### config.mk
export PLATFORM = sky130hd
export DESIGN_NAME = gat_top
export DESIGN_NICKNAME = d
export VERILOG_FILES = /design/src/hw/gat_pkg.sv /design/src/hw/gat_top.sv /design/src/hw/gat_debug_monitor.sv /design/src/hw/gat_stage_engine.sv /design/src/hw/gat_cmd_decoder.sv
export VERILOG_INCLUDE_DIRS = /design/src /design/src/hw
export SDC_FILE = /design/constraint.sdc
export NUM_CORES = 1
export LEC_CHECK = 0
export BUFFER_PORTS_ARGS = -buffer_cell sky130_fd_sc_hd__clkbuf_2
export CAP_MARGIN = 20
export CORE_UTILIZATION = 55
export CTS_BUF_LIST = sky130_fd_sc_hd__clkbuf_16
export DETAILED_ROUTE_END_ITERATION = 7
export GPL_ROUTABILITY_DRIVEN = 0
export HOLD_SLACK_MARGIN = 0.06
export PLACE_DENSITY = 0.79
export SETUP_SLACK_MARGIN = 0.05
export SYNTH_ARGS = -nofsm -noshare
export SYNTH_HDL_FRONTEND = slang
export SYNTH_SLANG_ARGS = --single-unit
### constraint.sdc
create_clock -name clk -period 12.83 [get_ports clk]
set_input_delay 1.283 -clock clk [delete_from_list [all_inputs] [get_ports clk]]
set_output_delay 1.283 -clock clk [all_outputs]
set_load 0.01 [all_outputs]
### src/hw/gat_params.svh
`ifndef GAT_PARAMS_SVH
`define GAT_PARAMS_SVH

// ----------------------------------------
// datapath widths
// ----------------------------------------

// operand pulled per beat.
`define GAT_OPND_W 16
// result and debug words.
`define GAT_RES_W 32
// beat count, 1 to 15 beats.
`define GAT_LEN_W 4
// per-command argument.
`define GAT_ARG_W 4

// spmm beat index whose operand the monitor captures.
`define GAT_DBG_WATCH_BEAT 2

`endif
### src/hw/gat_pkg.sv
`default_nettype none

package gat_pkg;

  // ----------------------------------------
  // command opcodes
  // ----------------------------------------
  typedef enum logic [2:0] {
    NOP         = 3'd0,
    SPMM        = 3'd1,
    DMVM        = 3'd2,
    SM          = 3'd3,
    AGGR        = 3'd4,
    CLEAR_DEBUG = 3'd5
  } gat_op_e;

  // engine sequencing.
  typedef enum logic [1:0] {
    IDLE = 2'd0,
    RUN  = 2'd1,
    DONE = 2'd2
  } eng_state_e;

  // bit positions in the 4-bit phase strobes.
  localparam int unsigned PH_SPMM = 0;
  localparam int unsigned PH_DMVM = 1;
  localparam int unsigned PH_SM   = 2;
  localparam int unsigned PH_AGGR = 3;

endpackage

`default_nettype wire

### src/hw/gat_top.sv
`timescale 1ns/1ps
`default_nettype none
`include "gat_params.svh"

module gat_top (
  input  wire logic                   clk,
  input  wire logic                   rst_n,
  input  wire logic                   cmd_strobe_i,
  input  wire gat_pkg::gat_op_e       cmd_op_i,
  input  wire logic [`GAT_LEN_W-1:0]  cmd_len_i,
  input  wire logic [`GAT_ARG_W-1:0]  cmd_arg_i,
  input  wire logic [`GAT_OPND_W-1:0] operand_i,
  output logic                        busy_o,
  output logic                        operand_req_o,
  output logic [`GAT_RES_W-1:0]       result_o,
  output gat_pkg::gat_op_e            result_op_o,
  output logic                        result_valid_o,
  output logic [3:0]                  phase_vld_o,
  output logic [3:0]                  phase_rdy_o,
  output logic [`GAT_RES_W-1:0]       dbg_flags_o,
  output logic [`GAT_RES_W-1:0]       dbg_count_o,
  output logic [`GAT_RES_W-1:0]       dbg_capture_o
);

  logic                  start;
  gat_pkg::gat_op_e      start_op;
  logic [`GAT_LEN_W-1:0] start_len;
  logic [`GAT_ARG_W-1:0] start_arg;
  logic                  dbg_clear;
  logic                  bad_cmd;
  logic                  pending;
  logic                  eng_busy;
  logic [`GAT_LEN_W-1:0] beat_idx;

  // decoder holds busy until the engine picks up start.
  assign busy_o = eng_busy || pending;

  gat_cmd_decoder u_decoder (
    .clk          (clk),
    .rst_n        (rst_n),
    .cmd_strobe_i (cmd_strobe_i),
    .cmd_op_i     (cmd_op_i),
    .cmd_len_i    (cmd_len_i),
    .cmd_arg_i    (cmd_arg_i),
    .busy_i       (eng_busy),
    .start_o      (start),
    .start_op_o   (start_op),
    .start_len_o  (start_len),
    .start_arg_o  (start_arg),
    .dbg_clear_o  (dbg_clear),
    .bad_cmd_o    (bad_cmd),
    .pending_o    (pending)
  );

  gat_stage_engine u_engine (
    .clk            (clk),
    .rst_n          (rst_n),
    .start_i        (start),
    .start_op_i     (start_op),
    .start_len_i    (start_len),
    .start_arg_i    (start_arg),
    .operand_i      (operand_i),
    .busy_o         (eng_busy),
    .operand_req_o  (operand_req_o),
    .beat_idx_o     (beat_idx),
    .result_o       (result_o),
    .result_op_o    (result_op_o),
    .result_valid_o (result_valid_o),
    .phase_vld_o    (phase_vld_o),
    .phase_rdy_o    (phase_rdy_o)
  );

  gat_debug_monitor u_monitor (
    .clk           (clk),
    .rst_n         (rst_n),
    .dbg_clear_i   (dbg_clear),
    .bad_cmd_i     (bad_cmd),
    .phase_vld_i   (phase_vld_o),
    .phase_rdy_i   (phase_rdy_o),
    .operand_req_i (operand_req_o),
    .beat_idx_i    (beat_idx),
    .operand_i     (operand_i),
    .dbg_flags_o   (dbg_flags_o),
    .dbg_count_o   (dbg_count_o),
    .dbg_capture_o (dbg_capture_o)
  );

endmodule

`default_nettype wire

### src/hw/gat_debug_monitor.sv
`timescale 1ns/1ps
`default_nettype none
`include "gat_params.svh"

module gat_debug_monitor (
  input  wire logic                   clk,
  input  wire logic                   rst_n,
  input  wire logic                   dbg_clear_i,
  input  wire logic                   bad_cmd_i,
  input  wire logic [3:0]             phase_vld_i,
  input  wire logic [3:0]             phase_rdy_i,
  input  wire logic                   operand_req_i,
  input  wire logic [`GAT_LEN_W-1:0]  beat_idx_i,
  input  wire logic [`GAT_OPND_W-1:0] operand_i,
  output logic [`GAT_RES_W-1:0]       dbg_flags_o,
  output logic [`GAT_RES_W-1:0]       dbg_count_o,
  output logic [`GAT_RES_W-1:0]       dbg_capture_o
);

  logic [8:0] flags_q;
  logic [8:0] flags_set;
  logic       sm_beat;
  logic       watch_hit;

  // ----------------------------------------
  // sticky flags
  // ----------------------------------------

  // spmm in the top bits, bad command above them.
  assign flags_set = {
    bad_cmd_i,
    phase_vld_i[gat_pkg::PH_SPMM], phase_rdy_i[gat_pkg::PH_SPMM],
    phase_vld_i[gat_pkg::PH_DMVM], phase_rdy_i[gat_pkg::PH_DMVM],
    phase_vld_i[gat_pkg::PH_SM],   phase_rdy_i[gat_pkg::PH_SM],
    phase_vld_i[gat_pkg::PH_AGGR], phase_rdy_i[gat_pkg::PH_AGGR]
  };

  always_ff @(posedge clk or negedge rst_n) begin
    if (!rst_n) begin
      flags_q <= '0;
    end else if (dbg_clear_i) begin
      flags_q <= '0;
    end else begin
      flags_q <= flags_q | flags_set;
    end
  end

  assign dbg_flags_o = {{(`GAT_RES_W-9){1'b0}}, flags_q};

  // ----------------------------------------
  // softmax beats and spmm capture
  // ----------------------------------------
  assign sm_beat   = operand_req_i && phase_vld_i[gat_pkg::PH_SM];
  assign watch_hit = operand_req_i && phase_vld_i[gat_pkg::PH_SPMM] &&
                     (beat_idx_i == `GAT_LEN_W'(`GAT_DBG_WATCH_BEAT));

  always_ff @(posedge clk or negedge rst_n) begin
    if (!rst_n) begin
      dbg_count_o   <= '0;
      dbg_capture_o <= '0;
    end else if (dbg_clear_i) begin
      dbg_count_o   <= '0;
      dbg_capture_o <= '0;
    end else begin
      if (sm_beat) begin
        dbg_count_o <= dbg_count_o + 1'b1;
      end
      // short spmm commands never reach the watch beat.
      if (watch_hit) begin
        dbg_capture_o <= {{(`GAT_RES_W-`GAT_OPND_W){1'b0}}, operand_i};
      end
    end
  end

  a_flags_sticky: assert property (@(posedge clk) disable iff (!rst_n)
    !dbg_clear_i |=> ((flags_q & $past(flags_q)) == $past(flags_q)));

endmodule

`default_nettype wire

### src/hw/gat_stage_engine.sv
`timescale 1ns/1ps
`default_nettype none
`include "gat_params.svh"

module gat_stage_engine (
  input  wire logic                   clk,
  input  wire logic                   rst_n,
  input  wire logic                   start_i,
  input  wire gat_pkg::gat_op_e       start_op_i,
  input  wire logic [`GAT_LEN_W-1:0]  start_len_i,
  input  wire logic [`GAT_ARG_W-1:0]  start_arg_i,
  input  wire logic [`GAT_OPND_W-1:0] operand_i,
  output logic                        busy_o,
  output logic                        operand_req_o,
  output logic [`GAT_LEN_W-1:0]       beat_idx_o,
  output logic [`GAT_RES_W-1:0]       result_o,
  output gat_pkg::gat_op_e            result_op_o,
  output logic                        result_valid_o,
  output logic [3:0]                  phase_vld_o,
  output logic [3:0]                  phase_rdy_o
);

  gat_pkg::eng_state_e         state_q;
  gat_pkg::gat_op_e            op_q;
  logic [`GAT_LEN_W-1:0]       len_q;
  logic [`GAT_LEN_W-1:0]       cnt_q;
  logic [`GAT_LEN_W-1:0]       cnt_inc;
  logic [`GAT_ARG_W-1:0]       arg_q;
  logic [`GAT_RES_W-1:0]       acc_q;
  logic [`GAT_RES_W-1:0]       acc_nxt;
  logic [`GAT_RES_W-1:0]       opnd_ext;
  logic [`GAT_RES_W-1:0]       res_nxt;
  logic                        last_beat;
  logic [3:0]                  op_bit;

  function automatic logic [3:0] phase_onehot(input gat_pkg::gat_op_e op);
    logic [3:0] oh;
    oh = '0;
    case (op)
      gat_pkg::SPMM: oh[gat_pkg::PH_SPMM] = 1'b1;
      gat_pkg::DMVM: oh[gat_pkg::PH_DMVM] = 1'b1;
      gat_pkg::SM:   oh[gat_pkg::PH_SM]   = 1'b1;
      gat_pkg::AGGR: oh[gat_pkg::PH_AGGR] = 1'b1;
      default:       oh = '0;
    endcase
    return oh;
  endfunction

  assign op_bit    = phase_onehot(op_q);
  assign cnt_inc   = cnt_q + 1'b1;
  assign last_beat = (cnt_inc == len_q);
  assign opnd_ext  = {{(`GAT_RES_W-`GAT_OPND_W){1'b0}}, operand_i};

  // ----------------------------------------
  // per-beat reduction
  // ----------------------------------------
  always_comb begin
    case (op_q)
      gat_pkg::SPMM,
      gat_pkg::AGGR: acc_nxt = acc_q + opnd_ext;
      // weight folded in on every beat.
      gat_pkg::DMVM: acc_nxt = acc_q + opnd_ext * {{(`GAT_RES_W-`GAT_ARG_W){1'b0}}, arg_q};
      gat_pkg::SM:   acc_nxt = (opnd_ext > acc_q) ? opnd_ext : acc_q;
      default:       acc_nxt = acc_q;
    endcase
  end

  assign res_nxt = (op_q == gat_pkg::AGGR) ? (acc_q >> arg_q) : acc_q;

  assign operand_req_o = (state_q == gat_pkg::RUN);
  assign phase_vld_o   = operand_req_o ? op_bit : '0;
  assign beat_idx_o    = cnt_q;
  // result cycle counts as busy too.
  assign busy_o        = (state_q != gat_pkg::IDLE) || result_valid_o;

  // ----------------------------------------
  // sequencing
  // ----------------------------------------
  always_ff @(posedge clk or negedge rst_n) begin
    if (!rst_n) begin
      state_q        <= gat_pkg::IDLE;
      cnt_q          <= '0;
      result_valid_o <= 1'b0;
      phase_rdy_o    <= '0;
    end else begin
      result_valid_o <= 1'b0;
      phase_rdy_o    <= '0;
      case (state_q)
        gat_pkg::IDLE: begin
          cnt_q <= '0;
          if (start_i) begin
            state_q <= gat_pkg::RUN;
          end
        end
        gat_pkg::RUN: begin
          cnt_q <= cnt_inc;
          if (last_beat) begin
            state_q <= gat_pkg::DONE;
          end
        end
        gat_pkg::DONE: begin
          state_q        <= gat_pkg::IDLE;
          result_valid_o <= 1'b1;
          phase_rdy_o    <= op_bit;
        end
        default: state_q <= gat_pkg::IDLE;
      endcase
    end
  end

  always_ff @(posedge clk) begin
    if (start_i && (state_q == gat_pkg::IDLE)) begin
      op_q  <= start_op_i;
      len_q <= start_len_i;
      arg_q <= start_arg_i;
      acc_q <= '0;
    end else if (operand_req_o) begin
      acc_q <= acc_nxt;
    end
    if (state_q == gat_pkg::DONE) begin
      result_o    <= res_nxt;
      result_op_o <= op_q;
    end
  end

  a_start_in_idle: assert property (@(posedge clk) disable iff (!rst_n)
    start_i |-> (state_q == gat_pkg::IDLE));

  a_one_phase: assert property (@(posedge clk) disable iff (!rst_n)
    $onehot0(phase_vld_o));

endmodule

`default_nettype wire

### src/hw/gat_cmd_decoder.sv
`timescale 1ns/1ps
`default_nettype none
`include "gat_params.svh"

module gat_cmd_decoder (
  input  wire logic                  clk,
  input  wire logic                  rst_n,
  input  wire logic                  cmd_strobe_i,
  input  wire gat_pkg::gat_op_e      cmd_op_i,
  input  wire logic [`GAT_LEN_W-1:0] cmd_len_i,
  input  wire logic [`GAT_ARG_W-1:0] cmd_arg_i,
  input  wire logic                  busy_i,
  output logic                       start_o,
  output gat_pkg::gat_op_e           start_op_o,
  output logic [`GAT_LEN_W-1:0]      start_len_o,
  output logic [`GAT_ARG_W-1:0]      start_arg_o,
  output logic                       dbg_clear_o,
  output logic                       bad_cmd_o,
  output logic                       pending_o
);

  logic accept;
  logic len_ok;
  logic is_phase;
  logic is_clear;

  // strobes while busy are dropped.
  assign accept = cmd_strobe_i && !busy_i && !pending_o;
  assign len_ok = (cmd_len_i != '0);

  assign is_phase = len_ok && (cmd_op_i inside {gat_pkg::SPMM, gat_pkg::DMVM,
                                                gat_pkg::SM, gat_pkg::AGGR});
  assign is_clear = len_ok && (cmd_op_i == gat_pkg::CLEAR_DEBUG);

  always_ff @(posedge clk or negedge rst_n) begin
    if (!rst_n) begin
      pending_o   <= 1'b0;
      start_o     <= 1'b0;
      dbg_clear_o <= 1'b0;
      bad_cmd_o   <= 1'b0;
    end else begin
      pending_o   <= accept;
      start_o     <= accept && is_phase;
      dbg_clear_o <= accept && is_clear;
      // nop, zero length and unknown opcodes.
      bad_cmd_o   <= accept && !is_phase && !is_clear;
    end
  end

  always_ff @(posedge clk) begin
    if (accept) begin
      start_op_o  <= cmd_op_i;
      start_len_o <= cmd_len_i;
      start_arg_o <= cmd_arg_i;
    end
  end

  a_start_xor_bad: assert property (@(posedge clk) disable iff (!rst_n)
    !(start_o && bad_cmd_o));

endmodule

`default_nettype wire

# --- Yosys cells after proc, flatten, opt, wreduce, memory -nomap -nowiden ---
# Cells that the tools add are included.
totals:
  inputBits: 30
  output_inout_bits: 142
  wordCells: 92
  ff_bits: 177
classes:
  n_mul: 1
  n_addsub: 4
  n_lt_le_gt_ge: 1
  bitwise_logic: 1
  reduce_logical: 29
  muxes: 19
  n_eq_ne: 16
  shift: 1
op_table:
  columns: ["op", "n"]
  rows:
  - ["$mux W32", 6]
  - ["$pmux W32 S3", 1]
  - ["$add A32 B1 Y32 const B", 1]
  - ["$add A32 B16 Y32", 1]
  - ["$add A32 B32 Y32", 1]
  - ["$gt A16 B32 Y1", 1]
  - ["$shr A32 B4 Y32", 1]
  - ["$mul A16 B4 Y20", 1]
  - ["$eq A3 B2 Y1 const B", 4]
  - ["$logic_and A1 B1 Y1", 12]
  - ["$eq A3 B3 Y1 const B", 3]
  - ["$mux W9", 1]
  - ["$or A9 B9 Y9", 1]
  - ["$mux W4", 2]
  - ["$pmux W4 S2", 1]
  - ["$reduce_bool A2 Y1", 4]
  - ["$reduce_bool A4 Y1", 2]
  - ["$eq A3 B1 Y1 const B", 2]
  - ["$mux W1", 5]
  - ["$add A4 B1 Y4 const B", 1]
  - ["$eq A4 B2 Y1 const B", 1]
  - ["$eq A4 B4 Y1", 1]
  - ["$logic_not A1 Y1", 4]
  - ["$mux W2", 2]
  - ["11 further kinds", 13]

# --- Longest topological paths before layout ---
# Gate-level depths: netlist (run 1).
logic_depth:
  ltp_word: 7
  mapped_depth: 26
  ltp_nobuf: 23

# --- Modules after synthesis ---
# From an unflattened synthesis (run 1), not the netlist that was laid out.
hier_totals:
  cells_unflattened: 1458
  hier_area_um2: 12806.0
modules_own_cells:
  columns: ["mod", "instances", "area_per_inst_um2", "cells_per_inst", "seq_area_each_um2"]
  rows:
  - ["gat_stage_engine", 1, 9361.5, 1132, 2297.2]
  - ["gat_debug_monitor", 1, 2919.0, 299, 1426.4]
  - ["gat_cmd_decoder", 1, 519.2, 26, 430.4]
  - ["gat_top", 1, 6.3, 1, 0.0]

# --- Worst setup path before layout (run 1) ---
# Ideal clock, no wire load.
synth_path:
  path_type: "input port to flip-flop"
  start: "input operand_i[2]"
  end: "register u_engine.acc_q[22]"
  setup_time_ns: 0.072
  path_buffers: 0
  path_slack_ns: 6.789
  path_stages: 21
  t_arrival_ns: 5.970
  required_ns: 12.758
  path_cell_list: "and2_1 > fa_1 > inv_1 > fa_1 > inv_1 > ha_1 > nand3_1 > o211ai_1 > a41oi_1 > a2111oi_0 > a311oi_1 > xor2_1 > o21ai_0 > ha_1 > a211oi_1 > o211a_1 > a221oi_1 > a211oi_2 > nor2_1 > nand3_1 > mux2i_1"
synth_via:
  elab_chain_len: 3
  elab_cells_between_ends: 7
  cone_classes: "add/sub (2); mul (1); order compare (1); eq/ne (1); mux (1); reduce/logical (1)"
synth_lines:
  columns: ["item", "line_no", "source"]
  rows:
  - ["start: declaration", "gat_top.sv:12", "input wire logic [`GAT_OPND_W-1:0] operand_i,"]
  - ["$mul A16 B4 Y20 or $gt A16 B32 Y1 (tied branches)", "gat_stage_engine.sv:62, gat_stage_engine.sv:63", null]
  - ["$add A32 B32 Y32 or $ne A2 B1 Y1 (tied branches)", null, null]
  - ["$pmux W32 S3 or $reduce_and A3 Y1 (tied branches)", null, null]
  - ["end signal: assignment", "gat_stage_engine.sv:118", "acc_q <= acc_nxt;"]
  - ["end: declaration", "gat_stage_engine.sv:29", "logic [`GAT_RES_W-1:0] acc_q;"]
# Parallel ways exist; a longest one is shown, timed or not.
# A chain may end at the register's enable or synchronous reset.

# --- Worst setup path in the final report (run 1) ---
# Ends and elaborated chain as after synthesis.

==> flow_summary.toml, run 1 <==
[grt]
track_usage = 0.267
antenna_found_initial = 0
gr-total-overflow = 0
grt_first_pass_wirelength_mm = 46.4
grt_start_max_net_pins = 73
grt_pass1_vias = 9324

[route]
vias = 9771
dr.pass1.iters = 5
ant_nets = 0
viasPerCell = 5.76
post_drt_wl_per_cell_um = 16.9
totalWireLength_mm = 28.6
dr.first_iter.drc_count = 648
drcViolationCount = 0

[power_and_ir_drop]
switchingPower_uw = 955
power_frac_comb = 0.455
seqPwrFrac = 0.327
p_int_mw = 1.37
p_sw_frac = 0.411
leakage_nw = 6.24
p_per_area_nw_per_um2 = 178
p_clk_frac = 0.219
ir_worst_vdd_uv = 123

[clock_tree]
clockBufferDepth = 2
cts_tree = "built"
worstSkewPairLatency_ns = 0.43
postCtsSetupRepairBufs = 0
cts_made_buffers = 17
root_buffer = "clkbuf_16"
hold_buffers = 0
cts.sinks = 161
cts_resized = 0
path_clk_slew_ns = 0.06
h-tree-depth = 4

[flow_run]
drv_cap = 0

[hold_path]
min_from = "u_decoder.start_arg_o[0]"
hold_class = "reg -> reg"
hold_end = "u_engine.arg_q[0]"
hold_path_depth = 0

[final_layout]
stdcell_area_um2 = 13100
layout-drive-gt1-share = 0.151
area_growth_pct = 11.3
diodes = 0
final_nets = 1533

[synthesis]
ys_seq_elements = 161
ys.flop_type = "dfrtp_1"
avgSynthCellArea_um2 = 8.98
synth.cell_area_um2 = 11800
syn_inst = 1309
synth_common_cells = "145 x nand2_1, 145 x nor2_1, 87 x inv_1, 75 x o21ai_0"
yosys_warnings = 0
yosys.area.top_type = "dfrtp_1"
synth_area_leaders = "dfrtp_1 15%, edfxtp_1 15%, ha_1 6.9%, dfxtp_1 5.5%, mux2i_1 5.5%"
ys_types = 72
synthArstFlopShare = 0.447
synth_top_cell_area_share = 0.153
synth-seq-area-share = 0.353
synth_edf_count = 57

[sta]
tightestPinTransition_ns = 1.03
slew_headroom = 0.316
slew_viol_final = 0
rsz0062_at_grt = "false"
clock_skew_ns = 0.0166
tns_ns = 0
setup_violations = 0
fin_crit_sh = 0.517
hold_viol = 0
max_freq_mhz = 151
post-route-min-period_ns = 6.64

[floorplan]
core_area_um2 = 21000
rows = 53
ioPinCount = 172
die_w_um = 148
start_util = 0.561
die_area_um2 = 22000
die_h_um = 148

[critical_path]
critPathKind = "in -> reg"
reg2reg_depth = 22
critPathMaxStageDelay_ns = 0.62
arrival_ns = 6.98
rr_endpoint = "u_engine.acc_q[22]"
path_max_fanout = 8
rrSetupSlack_ns = 6.44
worstPathRequired_ns = 13.18
path_buf_inv = 3
path_delay_family = "compound AO/OA/AOI/OAI gates"
critical_path.slowest_cell = "a2111oi_0"
reg2reg_from = "u_engine.arg_q[1]"
crit_path_start_kind = "input port"
crit_chain = "clkbuf_2 > and2_1 > fa_1 > inv_1 > fa_1 > inv_1 > ha_1 > nand3_1 > o211ai_1 > a41oi_1 > a2111oi_0 > a311oi_1 > xor2_1 > o21ai_0 > ha_1 > a211oi_1 > o211a_1 > a221oi_1 > a211oi_2 > nor2_1 > nand3_1 > mux2i_1"
endpoint_kind = "flop"

[run_status]
status = "finished clean"

[place]
io_buffers = 132
place_area_um2 = 12400
dp_hpwl_mm = 20.6
[power by group through the flow]
stage / Combinational, mW / Sequential [mW] / Clock, mW
6_report: 1.06 / 0.759 / 0.508
5_1_grt: 1.18 / 0.771 / 0.539
4_1_cts: 1.04 / 0.755 / 0.519
3_5_place_dp: 1.03 / 0.764 / 0
3_3_place_gp: 1.00 / 0.761 / 0
2_1_floorplan: 0.785 / 0.741 / 0
[cells by family after synthesis]
| logic type | count (synthesis) | synth area share |
|---|---|---|
| AND/OR/NAND/NOR | 458 | 0.183 |
| AO/OA/AOI/OAI | 254 | 0.134 |
| buffers and inverters | 189 | 0.0741 |
| flip-flops | 161 | 0.353 |
| adder cells (fa/ha/maj) | 94 | 0.119 |
| multiplexers | 86 | 0.0871 |
| XOR/XNOR | 66 | 0.0492 |
| other | 1 | 0.000319 |
[layer usage]
layer,global-route usage,vias up,wire (µm)
li1,-,4649,-
met1,0.351,4683,12400
met2,0.441,388,13700
met3,0.0488,51,1980
met4,0.0948,0,572
met5,0,-,0
[registers in the layout, indices dropped and copies added (netlist names), 3 cells and up]
name and flops:
u_engine.acc_q 32, u_decoder.start_arg_o 4, u_engine.result_op_o 3, u_monitor.dbg_capture_o 16, u_decoder.start_len_o 4, u_monitor.flags_q 9, u_decoder.start_op_o 3, u_engine.arg_q 4
u_monitor.dbg_count_o 32, u_engine.op_q 3, u_engine.result_o 32, u_engine.phase_rdy_o 4, u_engine.len_q 4, u_engine.beat_idx_o 4
[cell type report]
type	instances	area [µm²]
clock buffer	20	500
multi-input combinational	997	6870
sequential	161	4160
timing repair buffer	144	791
clock inverter	12	91.3
fill	1759	7870
tap	275	344
inverter	88	330
[worst max path at each step]
stage	from	end	slack (ns)	depth (start not counted)
final	operand_i[2]	u_engine.acc_q[22]	6.19	22
after global routing	operand_i[2]	u_engine.acc_q[22]	5.74	22
after CTS	operand_i[2]	u_engine.acc_q[22]	6.32	22
after detailed placement	operand_i[2]	u_engine.acc_q[22]	5.90	22
after global placement	operand_i[2]	u_engine.acc_q[22]	6.05	22
after floorplan	operand_i[2]	u_engine.acc_q[22]	6.79	21
[cells in the final DEF (no fill, tap or decap), types with 48 or more instances in the layout]
cell,Yosys,final
and2_1,48,48
inv_1,87,88
a21oi_1,72,72
clkbuf_2,1,131
nand2_1,145,145
nor2_1,145,145
edfxtp_1,57,57
mux2i_1,64,64
ha_1,65,65
o21ai_0,75,75
dfrtp_1,72,71
[stage by stage]
step	utilization	worst slack [ns]	std cells	hold slack [ns]	power (mW)
after floorplan	-	6.79	1347	0.400	1.53
after global placement	0.593	6.05	1662	0.402	1.76
after detailed placement	0.593	5.90	1662	0.406	1.79
after CTS	0.621	6.32	1694	0.419	2.31
after global routing	0.624	5.74	1697	0.434	2.49
final	0.624	6.19	1697	0.421	2.32
Power figures use the tool's default switching activity.
==> run 2: changes to the inputs <==
Settings changed: ABC_AREA set to 1, CORE_UTILIZATION 55 to 54, PLACE_DENSITY 0.79 to 0.8.
Clock period 12.83 ns to 5.8 ns, I/O delays scaled along.
==> run 2 against run 1 <==
Sequential cell count did not move. Non-clock buffer count rose by 1. Worst setup slack got worse by 5.6 ns. Largest cell class unchanged.
==> flow_summary.toml, run 2 <==
[floorplan]
start_util = 0.549
die_area_um2 = 24500
core_area_um2 = 23500
die_h_um = 157
ioPinCount = 172
rows = 56
die_w_um = 157

[sta]
slew_headroom = 0.332
fin_crit_sh = 0.896
max_freq_mhz = 192
finalWorstSetupSlack_ns = 0.603
rsz0062_at_grt = "false"
post-route-min-period_ns = 5.20
clock_skew_ns = 0.0156
tns_ns = 0
tightestPinTransition_ns = 0.999
hold_viol = 0
setup_violations = 0
slew_viol_final = 0

[synthesis]
synth_edf_count = 57
avgSynthCellArea_um2 = 7.00
yosys_warnings = 0
synthArstFlopShare = 0.447
synth_most_common_cell = "nand2_1"
synth-seq-area-share = 0.322
yosys.area.top_type = "nand2_1"
synth_top_cell_area_share = 0.145
synth_area_leaders = "nand2_1 15%, dfrtp_1 14%, edfxtp_1 13%, inv_1 8.4%, ha_1 6.3%"
syn_inst = 1842
ys_seq_elements = 161
ys.flop_type = "dfrtp_1"
synth.cell_area_um2 = 12900
synth_common_cells = "499 x nand2_1, 290 x inv_1, 197 x nor2_1, 125 x o21ai_0, 99 x nand3_1"
ys_types = 56

[final_layout]
stdcell_area_um2 = 14200
layout-drive-gt1-share = 0.108
final_nets = 2075
mostFrequentLayoutCell = "nand2_1"
reg_top3 = "u_engine.acc_q (32), u_engine.result_o (32), u_monitor.dbg_count_o (32)"
layout_common_cells = "499 x nand2_1, 293 x inv_1, 196 x nor2_1"
area_growth_pct = 10.5
diodes = 0

[clock_tree]
cts_made_buffers = 17
cts_tree = "built"
cts.sinks = 161
path_clk_slew_ns = 0.07
root_buffer = "clkbuf_16"
cts_resized = 0
worstSkewPairLatency_ns = 0.44
clockBufferDepth = 2
hold_buffers = 0
h-tree-depth = 4

[route]
dr.pass1.iters = 8
vias = 12700
ant_nets = 0
dr.first_iter.drc_count = 1414
viasPerCell = 5.55
totalWireLength_mm = 36.3
post_drt_wl_per_cell_um = 15.9
drcViolationCount = 0

[critical_path]
critical_path.slowest_cell = "edfxtp_1"
crit_top_cell = "nand2_1"
crit_path_start_kind = "flop"
arrival_ns = 5.53
path_buf_inv = 5
critPathMaxStageDelay_ns = 0.68
worstPathRequired_ns = 6.14
critPathKind = "reg -> reg"
endpoint_kind = "flop"
path_delay_family = "adder cells"
path_max_fanout = 13

[power_and_ir_drop]
ir_worst_vdd_uv = 249
finalPower_mw = 5.34
leakage_nw = 7.47
p_per_area_nw_per_um2 = 375

[grt]
track_usage = 0.298
antenna_found_initial = 0
grt_pass1_vias = 11600
grt_first_pass_wirelength_mm = 57.2
gr-total-overflow = 0
grt_start_max_net_pins = 73

[place]
place_area_um2 = 13600
dp_worst_setup_slack_ns = 0.498
io_buffers = 132
dp_hpwl_mm = 27.6

[run_status]
status = "finished clean"

[hold_path]
hold_class = "in -> reg"

[flow_run]
drv_cap = 0
## run 2: cell count changes in the layout (fill, tap and decap cells not counted), moves of 16 or more
cell      previous run  this run
nand2_1            145       499
nand3_1             29        99
o21ai_0             75       125
mux2i_1             64        28
inv_1               88       293
xor2_1              39         3
and2_1              48         3
a211oi_1            34         1
xnor2_1             27        11
nor2_1             145       196
## run 2: final timing paths
path | start | end | slack, ns | depth (start not counted)
worst max-delay path | u_engine.arg_q[1] | u_engine.acc_q[24] | 0.60 | 25
worst min-delay path | cmd_arg_i[1] | u_decoder.start_arg_o[1] | 0.33 | 1
worst max register to register | u_engine.arg_q[1] | u_engine.acc_q[24] | 0.60 | 25
worst min register to register | u_decoder.start_op_o[2] | u_engine.op_q[2] | 0.43 | 0
max in group asynchronous | rst_n | u_monitor.dbg_capture_o[2] | 4.84 | 2
min in group asynchronous | rst_n | u_monitor.dbg_count_o[18] | 0.36 | 2
## run 2: cell type report
cell class              count  area (µm²)
inverters                 300        1130
clock inverters            15         116
clock buffers              17         425
well taps                 319         399
flip-flops and latches    161        4150
repair buffers            145         793
fillers                  2099        9230
multi-input cells        1326        7230
## run 2: worst reg2reg max path, cell delays in order, from the launching register on
cell and delay, ns:
edfxtp_1 0.68, buf_4 0.31, nand2_1 0.08, inv_1 0.05, fa_1 0.47, inv_1 0.05, fa_1 0.52, inv_1 0.04
ha_1 0.34, a21oi_1 0.33, o21ai_0 0.17, a21oi_1 0.15, nand2_1 0.11, xnor2_1 0.25, mux2i_1 0.12, ha_1 0.38
nand2_1 0.11, nor2_1 0.23, inv_1 0.08, o21a_1 0.21, nand2_1 0.10, nand2_1 0.06, nand2_1 0.09, nand3_1 0.07
nand2_1 0.06, nor2_1 0.04
## run 2: metrics by stage
step | std cells | utilization | hold slack (ns)
after global placement | 2247 | 0.581 | 0.404
final | 2283 | 0.607 | 0.328
after global routing | 2283 | 0.607 | 0.318
after CTS | 2279 | 0.604 | 0.318
after floorplan | 1880 | - | 0.284
after detailed placement | 2247 | 0.581 | 0.412
## run 2: timing repair
action / CTS / global route
buffers inserted: 0 / 1
hold endpoints to repair: 0 / 0
endpoints found under the setup margin: 0 / 4
## run 2: cells by family after synthesis
logic type / share of synthesized area
simple gates: 0.288
mux: 0.0217
xor+xnor: 0.00951
other cells: 0.000291
compound gates: 0.121
fa+ha+maj: 0.108
flops: 0.322
buf+inv: 0.129
## run 2: per-layer routing
| metal | up-vias | global-route usage | wire, µm |
|---|---|---|---|
| li1 | 6064 | - | - |
| met1 | 5825 | 0.390 | 14900 |
| met2 | 675 | 0.487 | 16800 |
| met3 | 111 | 0.0424 | 3180 |
| met4 | 0 | 0.141 | 1460 |
| met5 | - | 0 | 0 |
## run 2: power by group
part | switching (mW) | total [mW] | leakage, nW | internal, mW
Sequential | 0.222 | 1.65 | 1.75 | 1.43
Clock | 0.478 | 1.07 | 0.273 | 0.587
Combinational | 1.70 | 2.62 | 5.45 | 0.919
